--- src/cache_subsys_pkg.sv ---
// widths fixed for the whole memory path; only the cache index widths are module parameters
`default_nettype none

package cache_subsys_pkg;

    localparam int ADDR_W   = 32;                // byte address
    localparam int WORD_W   = 32;
    localparam int OFFSET_W = 2;                 // word offset within a line
    localparam int STRB_W   = WORD_W / 8;        // one strobe per byte
    localparam int BOFF_W   = $clog2(STRB_W);    // byte offset within a word
    localparam int LINE_W   = WORD_W << OFFSET_W;

endpackage

`default_nettype wire

--- src/icache.sv ---
// read-only direct-mapped cache, one miss in flight, ic_inv_i only honoured while idle
`default_nettype none
`timescale 1ns/1ps

module icache
    import cache_subsys_pkg::*;
#(
    parameter int I_INDEX_W = 4
) (
    input  wire                clk,
    input  wire                rstn,
    input  wire                if_req_i,
    input  wire [ADDR_W-1:0]   if_addr_i,
    input  wire                ic_inv_i,
    input  wire                fill_done_i,
    input  wire [LINE_W-1:0]   fill_line_i,
    output logic [WORD_W-1:0]  if_data_o,
    output logic               if_valid_o,
    output logic               if_busy_o,
    output logic               fill_req_o,
    output logic [ADDR_W-1:0]  fill_addr_o
);

    localparam int TAG_W = ADDR_W - I_INDEX_W - OFFSET_W - BOFF_W;
    localparam int SETS  = 1 << I_INDEX_W;

    localparam logic S_IDLE   = 1'b0;
    localparam logic S_REFILL = 1'b1;

    logic                 state_q;
    logic [SETS-1:0]      valid_q;
    logic [TAG_W-1:0]     tag_q [SETS];
    logic [LINE_W-1:0]    line_q [SETS];
    logic [ADDR_W-1:0]    miss_addr_q;

    logic [I_INDEX_W-1:0] req_idx, miss_idx;
    logic [TAG_W-1:0]     req_tag, miss_tag;
    logic [OFFSET_W-1:0]  req_woff, miss_woff;
    logic                 hit;

    assign req_idx   = if_addr_i[BOFF_W+OFFSET_W +: I_INDEX_W];
    assign req_tag   = if_addr_i[ADDR_W-1 -: TAG_W];
    assign req_woff  = if_addr_i[BOFF_W +: OFFSET_W];
    assign miss_idx  = miss_addr_q[BOFF_W+OFFSET_W +: I_INDEX_W];
    assign miss_tag  = miss_addr_q[ADDR_W-1 -: TAG_W];
    assign miss_woff = miss_addr_q[BOFF_W +: OFFSET_W];

    assign hit = valid_q[req_idx] && (tag_q[req_idx] == req_tag);

    assign if_busy_o   = (state_q == S_REFILL);
    assign fill_req_o  = if_busy_o;                // held until the arbiter answers
    assign fill_addr_o = {miss_addr_q[ADDR_W-1:BOFF_W+OFFSET_W], {(BOFF_W+OFFSET_W){1'b0}}};

    always_ff @(posedge clk) begin
        if (!rstn) begin
            state_q    <= S_IDLE;
            valid_q    <= '0;
            if_valid_o <= 1'b0;
        end else begin
            if_valid_o <= 1'b0;
            case (state_q)
                S_IDLE: begin
                    if (ic_inv_i) begin
                        valid_q <= '0;             // flush all lines
                    end
                    if (if_req_i) begin
                        if (hit) begin
                            if_valid_o <= 1'b1;
                        end else begin
                            state_q <= S_REFILL;
                        end
                    end
                end
                S_REFILL: begin
                    if (fill_done_i) begin
                        valid_q[miss_idx] <= 1'b1;
                        if_valid_o        <= 1'b1;
                        state_q           <= S_IDLE;
                    end
                end
            endcase
        end
    end

    always_ff @(posedge clk) begin
        if (state_q == S_IDLE && if_req_i) begin
            miss_addr_q <= if_addr_i;
            if_data_o   <= line_q[req_idx][req_woff*WORD_W +: WORD_W];
        end
        if (state_q == S_REFILL && fill_done_i) begin
            tag_q[miss_idx]  <= miss_tag;
            line_q[miss_idx] <= fill_line_i;
            if_data_o        <= fill_line_i[miss_woff*WORD_W +: WORD_W]; // critical word
        end
    end

endmodule

`default_nettype wire

--- src/dcache.sv ---
// write-through, no allocate on write miss; every store goes to memory as one strobed word
`default_nettype none
`timescale 1ns/1ps

module dcache
    import cache_subsys_pkg::*;
#(
    parameter int D_INDEX_W = 4
) (
    input  wire                clk,
    input  wire                rstn,
    input  wire                d_req_i,
    input  wire                d_we_i,
    input  wire [ADDR_W-1:0]   d_addr_i,
    input  wire [WORD_W-1:0]   d_wdata_i,
    input  wire [STRB_W-1:0]   d_wstrb_i,
    input  wire                mem_done_i,
    input  wire [LINE_W-1:0]   fill_line_i,
    output logic [WORD_W-1:0]  d_rdata_o,
    output logic               d_done_o,
    output logic               d_busy_o,
    output logic               mem_req_o,
    output logic               mem_we_o,
    output logic [ADDR_W-1:0]  mem_addr_o,
    output logic [WORD_W-1:0]  mem_wdata_o,
    output logic [STRB_W-1:0]  mem_wstrb_o
);

    localparam int TAG_W = ADDR_W - D_INDEX_W - OFFSET_W - BOFF_W;
    localparam int SETS  = 1 << D_INDEX_W;

    localparam logic [1:0] S_IDLE   = 2'd0;
    localparam logic [1:0] S_REFILL = 2'd1;
    localparam logic [1:0] S_STORE  = 2'd2;

    logic [1:0]           state_q;
    logic [SETS-1:0]      valid_q;
    logic [TAG_W-1:0]     tag_q [SETS];
    logic [LINE_W-1:0]    line_q [SETS];
    logic [ADDR_W-1:0]    req_addr_q;
    logic [WORD_W-1:0]    wdata_q;
    logic [STRB_W-1:0]    wstrb_q;

    logic [D_INDEX_W-1:0] req_idx, pend_idx;
    logic [TAG_W-1:0]     req_tag, pend_tag;
    logic [OFFSET_W-1:0]  req_woff, pend_woff;
    logic                 hit;

    // byte merge of a store into a cached word
    function automatic logic [WORD_W-1:0] merge_word(input logic [WORD_W-1:0] old_w,
                                                     input logic [WORD_W-1:0] new_w,
                                                     input logic [STRB_W-1:0] strb);
        logic [WORD_W-1:0] res;
        res = old_w;
        for (int b = 0; b < STRB_W; b++) begin
            if (strb[b]) begin
                res[b*8 +: 8] = new_w[b*8 +: 8];
            end
        end
        return res;
    endfunction

    assign req_idx   = d_addr_i[BOFF_W+OFFSET_W +: D_INDEX_W];
    assign req_tag   = d_addr_i[ADDR_W-1 -: TAG_W];
    assign req_woff  = d_addr_i[BOFF_W +: OFFSET_W];
    assign pend_idx  = req_addr_q[BOFF_W+OFFSET_W +: D_INDEX_W];
    assign pend_tag  = req_addr_q[ADDR_W-1 -: TAG_W];
    assign pend_woff = req_addr_q[BOFF_W +: OFFSET_W];

    assign hit = valid_q[req_idx] && (tag_q[req_idx] == req_tag);

    assign d_busy_o    = (state_q != S_IDLE);
    assign mem_req_o   = d_busy_o;
    assign mem_we_o    = (state_q == S_STORE);
    assign mem_wdata_o = wdata_q;
    assign mem_wstrb_o = mem_we_o ? wstrb_q : '0;  // loads carry no strobes
    assign mem_addr_o  = mem_we_o ? {req_addr_q[ADDR_W-1:BOFF_W], {BOFF_W{1'b0}}}
                                  : {req_addr_q[ADDR_W-1:BOFF_W+OFFSET_W],
                                     {(BOFF_W+OFFSET_W){1'b0}}};

    always_ff @(posedge clk) begin
        if (!rstn) begin
            state_q  <= S_IDLE;
            valid_q  <= '0;
            d_done_o <= 1'b0;
        end else begin
            d_done_o <= 1'b0;
            case (state_q)
                S_IDLE: begin
                    if (d_req_i) begin
                        if (d_we_i) begin
                            state_q <= S_STORE;
                        end else if (hit) begin
                            d_done_o <= 1'b1;
                        end else begin
                            state_q <= S_REFILL;
                        end
                    end
                end
                S_REFILL: begin
                    if (mem_done_i) begin
                        valid_q[pend_idx] <= 1'b1;
                        d_done_o          <= 1'b1;
                        state_q           <= S_IDLE;
                    end
                end
                S_STORE: begin
                    if (mem_done_i) begin
                        d_done_o <= 1'b1;
                        state_q  <= S_IDLE;
                    end
                end
                default: state_q <= S_IDLE;
            endcase
        end
    end

    always_ff @(posedge clk) begin
        if (state_q == S_IDLE && d_req_i) begin
            req_addr_q <= d_addr_i;
            wdata_q    <= d_wdata_i;
            wstrb_q    <= d_wstrb_i;
            if (!d_we_i) begin
                d_rdata_o <= line_q[req_idx][req_woff*WORD_W +: WORD_W];
            end else if (hit) begin
                line_q[req_idx][req_woff*WORD_W +: WORD_W] <=
                    merge_word(line_q[req_idx][req_woff*WORD_W +: WORD_W], d_wdata_i, d_wstrb_i);
            end
        end
        if (state_q == S_REFILL && mem_done_i) begin
            tag_q[pend_idx]  <= pend_tag;
            line_q[pend_idx] <= fill_line_i;
            d_rdata_o        <= fill_line_i[pend_woff*WORD_W +: WORD_W];
        end
    end

endmodule

`default_nettype wire

--- src/refill_arbiter.sv ---
// dcache wins when idle; grant is held until mem_done_i, requests must stay up while waiting
`default_nettype none
`timescale 1ns/1ps

module refill_arbiter
    import cache_subsys_pkg::*;
(
    input  wire                clk,
    input  wire                rstn,
    input  wire                ic_req_i,
    input  wire [ADDR_W-1:0]   ic_addr_i,
    input  wire                dc_req_i,
    input  wire                dc_we_i,
    input  wire [ADDR_W-1:0]   dc_addr_i,
    input  wire [WORD_W-1:0]   dc_wdata_i,
    input  wire [STRB_W-1:0]   dc_wstrb_i,
    input  wire [LINE_W-1:0]   mem_rline_i,
    input  wire                mem_done_i,
    output logic               ic_done_o,
    output logic               dc_done_o,
    output logic [LINE_W-1:0]  line_o,
    output logic               mem_req_o,
    output logic [ADDR_W-1:0]  mem_addr_o,
    output logic               mem_we_o,
    output logic [WORD_W-1:0]  mem_wdata_o,
    output logic [STRB_W-1:0]  mem_wstrb_o
);

    localparam logic [1:0] G_IDLE = 2'd0;
    localparam logic [1:0] G_IC   = 2'd1;
    localparam logic [1:0] G_DC   = 2'd2;

    logic [1:0] grant_q;

    always_ff @(posedge clk) begin
        if (!rstn) begin
            grant_q <= G_IDLE;
        end else if (grant_q == G_IDLE) begin
            if (dc_req_i) begin
                grant_q <= G_DC;                   // data side first
            end else if (ic_req_i) begin
                grant_q <= G_IC;
            end
        end else if (mem_done_i) begin
            grant_q <= G_IDLE;
        end
    end

    assign mem_req_o = (grant_q != G_IDLE);

    always_comb begin
        mem_addr_o  = ic_addr_i;                   // icache fetch is a plain line read
        mem_we_o    = 1'b0;
        mem_wdata_o = '0;
        mem_wstrb_o = '0;
        if (grant_q == G_DC) begin
            mem_addr_o  = dc_addr_i;
            mem_we_o    = dc_we_i;
            mem_wdata_o = dc_wdata_i;
            mem_wstrb_o = dc_wstrb_i;
        end
    end

    assign ic_done_o = mem_done_i && (grant_q == G_IC);
    assign dc_done_o = mem_done_i && (grant_q == G_DC);
    assign line_o    = mem_rline_i;                // only the owner sees a done

endmodule

`default_nettype wire

--- src/cache_subsys_top.sv ---
// icache and dcache share one memory port; memory must hold mem_rline_i valid in the done cycle
`default_nettype none
`timescale 1ns/1ps

module cache_subsys_top
    import cache_subsys_pkg::*;
#(
    parameter int I_INDEX_W = 4,
    parameter int D_INDEX_W = 4
) (
    input  wire                clk,
    input  wire                rstn,
    input  wire                if_req_i,
    input  wire [ADDR_W-1:0]   if_addr_i,
    input  wire                ic_inv_i,
    input  wire                d_req_i,
    input  wire                d_we_i,
    input  wire [ADDR_W-1:0]   d_addr_i,
    input  wire [WORD_W-1:0]   d_wdata_i,
    input  wire [STRB_W-1:0]   d_wstrb_i,
    input  wire [LINE_W-1:0]   mem_rline_i,
    input  wire                mem_done_i,
    output logic [WORD_W-1:0]  if_data_o,
    output logic               if_valid_o,
    output logic               if_busy_o,
    output logic [WORD_W-1:0]  d_rdata_o,
    output logic               d_done_o,
    output logic               d_busy_o,
    output logic               mem_req_o,
    output logic [ADDR_W-1:0]  mem_addr_o,
    output logic               mem_we_o,
    output logic [WORD_W-1:0]  mem_wdata_o,
    output logic [STRB_W-1:0]  mem_wstrb_o
);

    logic              ic_req, ic_done;
    logic [ADDR_W-1:0] ic_addr;
    logic              dc_req, dc_we, dc_done;
    logic [ADDR_W-1:0] dc_addr;
    logic [WORD_W-1:0] dc_wdata;
    logic [STRB_W-1:0] dc_wstrb;
    logic [LINE_W-1:0] line_data;                  // shared refill bus

    icache #(
        .I_INDEX_W (I_INDEX_W)
    ) u_icache (
        .clk         (clk),
        .rstn        (rstn),
        .if_req_i    (if_req_i),
        .if_addr_i   (if_addr_i),
        .ic_inv_i    (ic_inv_i),
        .fill_done_i (ic_done),
        .fill_line_i (line_data),
        .if_data_o   (if_data_o),
        .if_valid_o  (if_valid_o),
        .if_busy_o   (if_busy_o),
        .fill_req_o  (ic_req),
        .fill_addr_o (ic_addr)
    );

    dcache #(
        .D_INDEX_W (D_INDEX_W)
    ) u_dcache (
        .clk         (clk),
        .rstn        (rstn),
        .d_req_i     (d_req_i),
        .d_we_i      (d_we_i),
        .d_addr_i    (d_addr_i),
        .d_wdata_i   (d_wdata_i),
        .d_wstrb_i   (d_wstrb_i),
        .mem_done_i  (dc_done),
        .fill_line_i (line_data),
        .d_rdata_o   (d_rdata_o),
        .d_done_o    (d_done_o),
        .d_busy_o    (d_busy_o),
        .mem_req_o   (dc_req),
        .mem_we_o    (dc_we),
        .mem_addr_o  (dc_addr),
        .mem_wdata_o (dc_wdata),
        .mem_wstrb_o (dc_wstrb)
    );

    refill_arbiter u_arb (
        .clk         (clk),
        .rstn        (rstn),
        .ic_req_i    (ic_req),
        .ic_addr_i   (ic_addr),
        .dc_req_i    (dc_req),
        .dc_we_i     (dc_we),
        .dc_addr_i   (dc_addr),
        .dc_wdata_i  (dc_wdata),
        .dc_wstrb_i  (dc_wstrb),
        .mem_rline_i (mem_rline_i),
        .mem_done_i  (mem_done_i),
        .ic_done_o   (ic_done),
        .dc_done_o   (dc_done),
        .line_o      (line_data),
        .mem_req_o   (mem_req_o),
        .mem_addr_o  (mem_addr_o),
        .mem_we_o    (mem_we_o),
        .mem_wdata_o (mem_wdata_o),
        .mem_wstrb_o (mem_wstrb_o)
    );

endmodule

`default_nettype wire

--- config.mk ---
export PLATFORM = sky130hd
export DESIGN_NAME = cache_subsys_top
export DESIGN_NICKNAME = d
export VERILOG_FILES = /design/src/cache_subsys_pkg.sv /design/src/icache.sv /design/src/dcache.sv /design/src/refill_arbiter.sv /design/src/cache_subsys_top.sv
export SDC_FILE = /design/constraint.sdc
export NUM_CORES = 2
export LEC_CHECK = 0
export BUFFER_PORTS_ARGS = -buffer_cell sky130_fd_sc_hd__buf_4
export CELL_PAD_IN_SITES_DETAIL_PLACEMENT = 1
export CELL_PAD_IN_SITES_GLOBAL_PLACEMENT = 1
export CORE_MARGIN = 2
export CORE_UTILIZATION = 40
export DETAILED_ROUTE_END_ITERATION = 16
export PLACE_DENSITY_LB_ADDON = 0.1
export SLEW_MARGIN = 10
export SYNTH_ARGS = -nofsm -noshare
export SYNTH_HDL_FRONTEND = slang
export SYNTH_MEMORY_MAX_BITS = 65536
export SYNTH_SLANG_ARGS = --single-unit
--- constraint.sdc ---
create_clock -name clk -period 16 [get_ports clk]
set_clock_uncertainty 0.15 [all_clocks]
set_input_delay 0.8 -clock clk [delete_from_list [all_inputs] [get_ports clk]]
set_output_delay 0.8 -clock clk [all_outputs]
set_load 0.1 [all_outputs]
==> results.cfg <==
[logic_synthesis]
synthMuxAreaShare_pct = 19.2
synth-seq-cells = 5063
synth_most_common_cell = edfxtp_1
synth_top_area_share_pct = 76.5
synth_edf_count = 5024
syn_avg_cell_area_sq_um = 23.6
synthCells = 8346
synthTopCellsByArea = edfxtp_1 77%, mux4_2 18%, nand2_1 0.71%
synth_cell_types = 67
yosysTopAreaCell = edfxtp_1
synth_xor_area_share_pct = 0.298
ys.flop_type = edfxtp_1
ys_seq_area_share_pct = 76.9
ys_async_sr_fraction_pct = 0
synthSimpleGateAreaFrac_pct = 1.43
netlist_top_cells_count = 5,024 x edfxtp_1, 1,570 x mux4_2, 374 x nand2_1
yosysWarningCount = 0
synth-compound-area-share_pct = 0.957
synth_fa_ha_area_share_pct = 0.0571
synth_top_family_by_area = multiplexers
synthesis.area_sq_mm = 0.197

[critical_path]
cpPeakStageDelay_ns = 0.82
worstSetupEndpointType = flip-flop
path_buf_inv = 5
path_cells = buf_8 > buf_4 > buf_4 > buf_12 > buf_12 > mux4_2 > mux4_2 > mux4_2 > mux2i_2 > o21ai_1
reg2reg_to = u_dcache.line_q[11][77]
worstSetupPathType = in -> reg
start_kind = input pin
cp_slowest_cell = buf_4
r2r_slack_ns = 10.84
crit_top_cell = mux4_2
crit_required_ns = 16.49
crit_fanout = 90
reg2reg_depth = 9
critical-path-top-delay-family = buffers and inverters
reg2reg_from = u_dcache.tag_q[6][11]
cp.arrival_ns = 7.28

[timing]
final_critical_path_setup_slack_ns = 9.21
report.final.hold_viol_count = 0
tns_ns = 0
finalCritPeriodShare_pct = 42.4
max_clock_freq_ghz = 0.147
rsz0062_at_grt = no
post-route-min-period_ns = 6.79
setup_violations = 0
max-slew-margin-rel_pct = 16.3
final_max_slew_viol_count = 0
tightest_slew_ns = 1.25

[cts]
cts_tree = yes
path_clk_slew_ns = 0.06
clock_path_buffers = 4
clkLatencyLatePin_ns = 1.09
clk_root_buffer_cell = clkbuf_16
cts_inserted_buffers = 559
clock-sinks = 5063
cts-htree-levels = 6

[worst_hold_path]
hold_path_depth = 1
hold-path-endpoint = u_dcache.wstrb_q[0]
min_path_type = in -> reg
hold_path.startpoint = d_wstrb_i[0]

[routing]
wl_per_cell_microns = 35.4
ant_nets = 0
post_drt_via_cell_ratio = 5.84
drt_iter0_markers = 10500
drc = 0
wl_microns = 575000
via_count = 94900
dr.pass1.iters = 5

[global_route]
grt_max_degree = 117
grt_pass1_wl_microns = 799000
grt_usage_pct = 22.9
antenna_found_initial = 110
grt_pass1_vias = 100000
overflow = 0

[placed_design]
portBuffers = 366
dp.cells = 15000
dp_hpwl_microns = 328000
dp_slack_ns = 7.88
gp_congestion = 0.764

[die]
top_level_ports = 373
start_util_pct = 40.2
core-area_sq_mm = 0.490
die_w_microns = 706
rows = 257
die_y_microns = 706
die_area_sq_mm = 0.498

[run]
maxCapViolCount = 0

[finish]
fin_nets = 9531
synthToLayoutAreaGrowth_pct = 16.1
fin_cells = 16200
drive_gt1_share_pct = 32.8

[power]
irDropWorstVdd_mv = 0.127
p_leak_nw = 71.9
power.density_mw_per_mm2 = 130

[status]
outcome = finished clean
-- cells by family after synthesis --
kind of cell,after synthesis
compound gates,309
xor+xnor,67
fa+ha+maj,9
buf+inv,468
flops,5063
mux,1770
other cells,1
simple gates,659
-- report_power, final --
part           total (mW)  switching [mW]  internal (mW)
clock                12.5            5.23           7.31
sequential           14.9           0.146           14.8
combinational        2.27            1.53          0.735
total                29.7            6.91           22.8
-- stage by stage --
step | util, % | instance area [sq um] | hold WS, ns | power (mW)
finish | 46.7 | 229000 | 0.0825 | 29.7
global route | 46.6 | 229000 | 0.0490 | 30.6
CTS | 46.6 | 229000 | 0.00142 | 30.0
detailed placement | 42.6 | 209000 | 0.303 | 17.4
global placement | 42.6 | 209000 | 0.291 | 17.4
floorplan | - | 197000 | 0.281 | 16.5
-- flip-flops by register name (all words and copies together), names as in the netlist --
name / cells
u_dcache.line_q: 2048
u_icache.line_q: 2048
u_dcache.tag_q: 384
u_icache.tag_q: 384
u_dcache.d_rdata_o: 32
u_dcache.mem_wdata_o: 32
u_icache.if_data_o: 32
u_dcache.req_addr_q: 30
u_icache.miss_addr_q: 30
u_dcache.valid_q: 16
u_icache.valid_q: 16
u_dcache.wstrb_q: 4
u_arb.grant_q: 2
u_dcache.state_q: 2
u_dcache.d_done_o: 1
u_icache.fill_req_o: 1
u_icache.if_valid_o: 1
-- final cells by class --
cell class	instances	area, sq um
Clock inverter	286	2520
Antenna cell	37	92.6
Multi-Input combinational cell	2816	44200
Tap cell	6475	8100
Inverter	14	62.6
Timing Repair Buffer	833	7090
Fill cell	43300	262000
Clock buffer	710	15100
Sequential cell	5063	152000
-- metal layers --
layer  routed length, microns  GRT usage, %
met1                   243000          32.3
met2                   274000          36.6
met3                    42400          4.65
met4                    15600          5.93
met5                      152        0.0577
-- layout by cell type, fill, tap and decap left out, types with 10 or more instances in the layout --
| cell | count |
|---|---|
| xor2_1 | 31 |
| nand3_1 | 15 |
| o21ai_2 | 35 |
| clkinv_1 | 121 |
| mux2i_4 | 25 |
| inv_6 | 21 |
| nor2_1 | 52 |
| mux2_2 | 64 |
| a21oi_1 | 37 |
| clkinv_8 | 11 |
| o22ai_1 | 20 |
| a22oi_1 | 11 |
| mux4_2 | 1570 |
| o21a_1 | 19 |
| inv_1 | 10 |
| dlygate4sd3_1 | 219 |
| nand2b_1 | 12 |
| edfxtp_1 | 5024 |
| o21ai_0 | 20 |
| bufinv_16 | 40 |
| diode_2 | 37 |
| buf_12 | 19 |
| xnor2_1 | 36 |
| and2_1 | 35 |
| nor2_4 | 90 |
| clkbuf_16 | 584 |
| buf_4 | 587 |
| dfxtp_1 | 39 |
| a221oi_1 | 13 |
| mux2i_1 | 103 |
| clkinv_2 | 85 |
| nor2b_1 | 22 |
| clkbuf_1 | 124 |
| o21ai_1 | 94 |
| nand2_1 | 374 |
-- worst max-delay path by stage --
stage	start	slack, ns	cells past startpoint	to
4_1_cts	d_addr_i[4]	9.02	10	u_dcache.line_q[10][46]
5_1_grt	d_addr_i[4]	8.65	10	u_dcache.line_q[5][14]
2_1_floorplan	u_icache.fill_req_o	2.85	5	u_icache.line_q[3][0]
3_5_place_dp	d_addr_i[4]	7.88	10	u_dcache.line_q[14][46]
3_3_place_gp	d_addr_i[4]	7.98	10	u_dcache.line_q[4][46]
6_report	d_addr_i[4]	9.21	10	u_dcache.line_q[5][14]
-- repair_timing --
item,in CTS,in global routing
setup buffers,0,0
endpoints found under the hold margin,2156,0
gates resized for setup,0,0
hold buffers,219,0
Power figures use the tool's default switching activity.
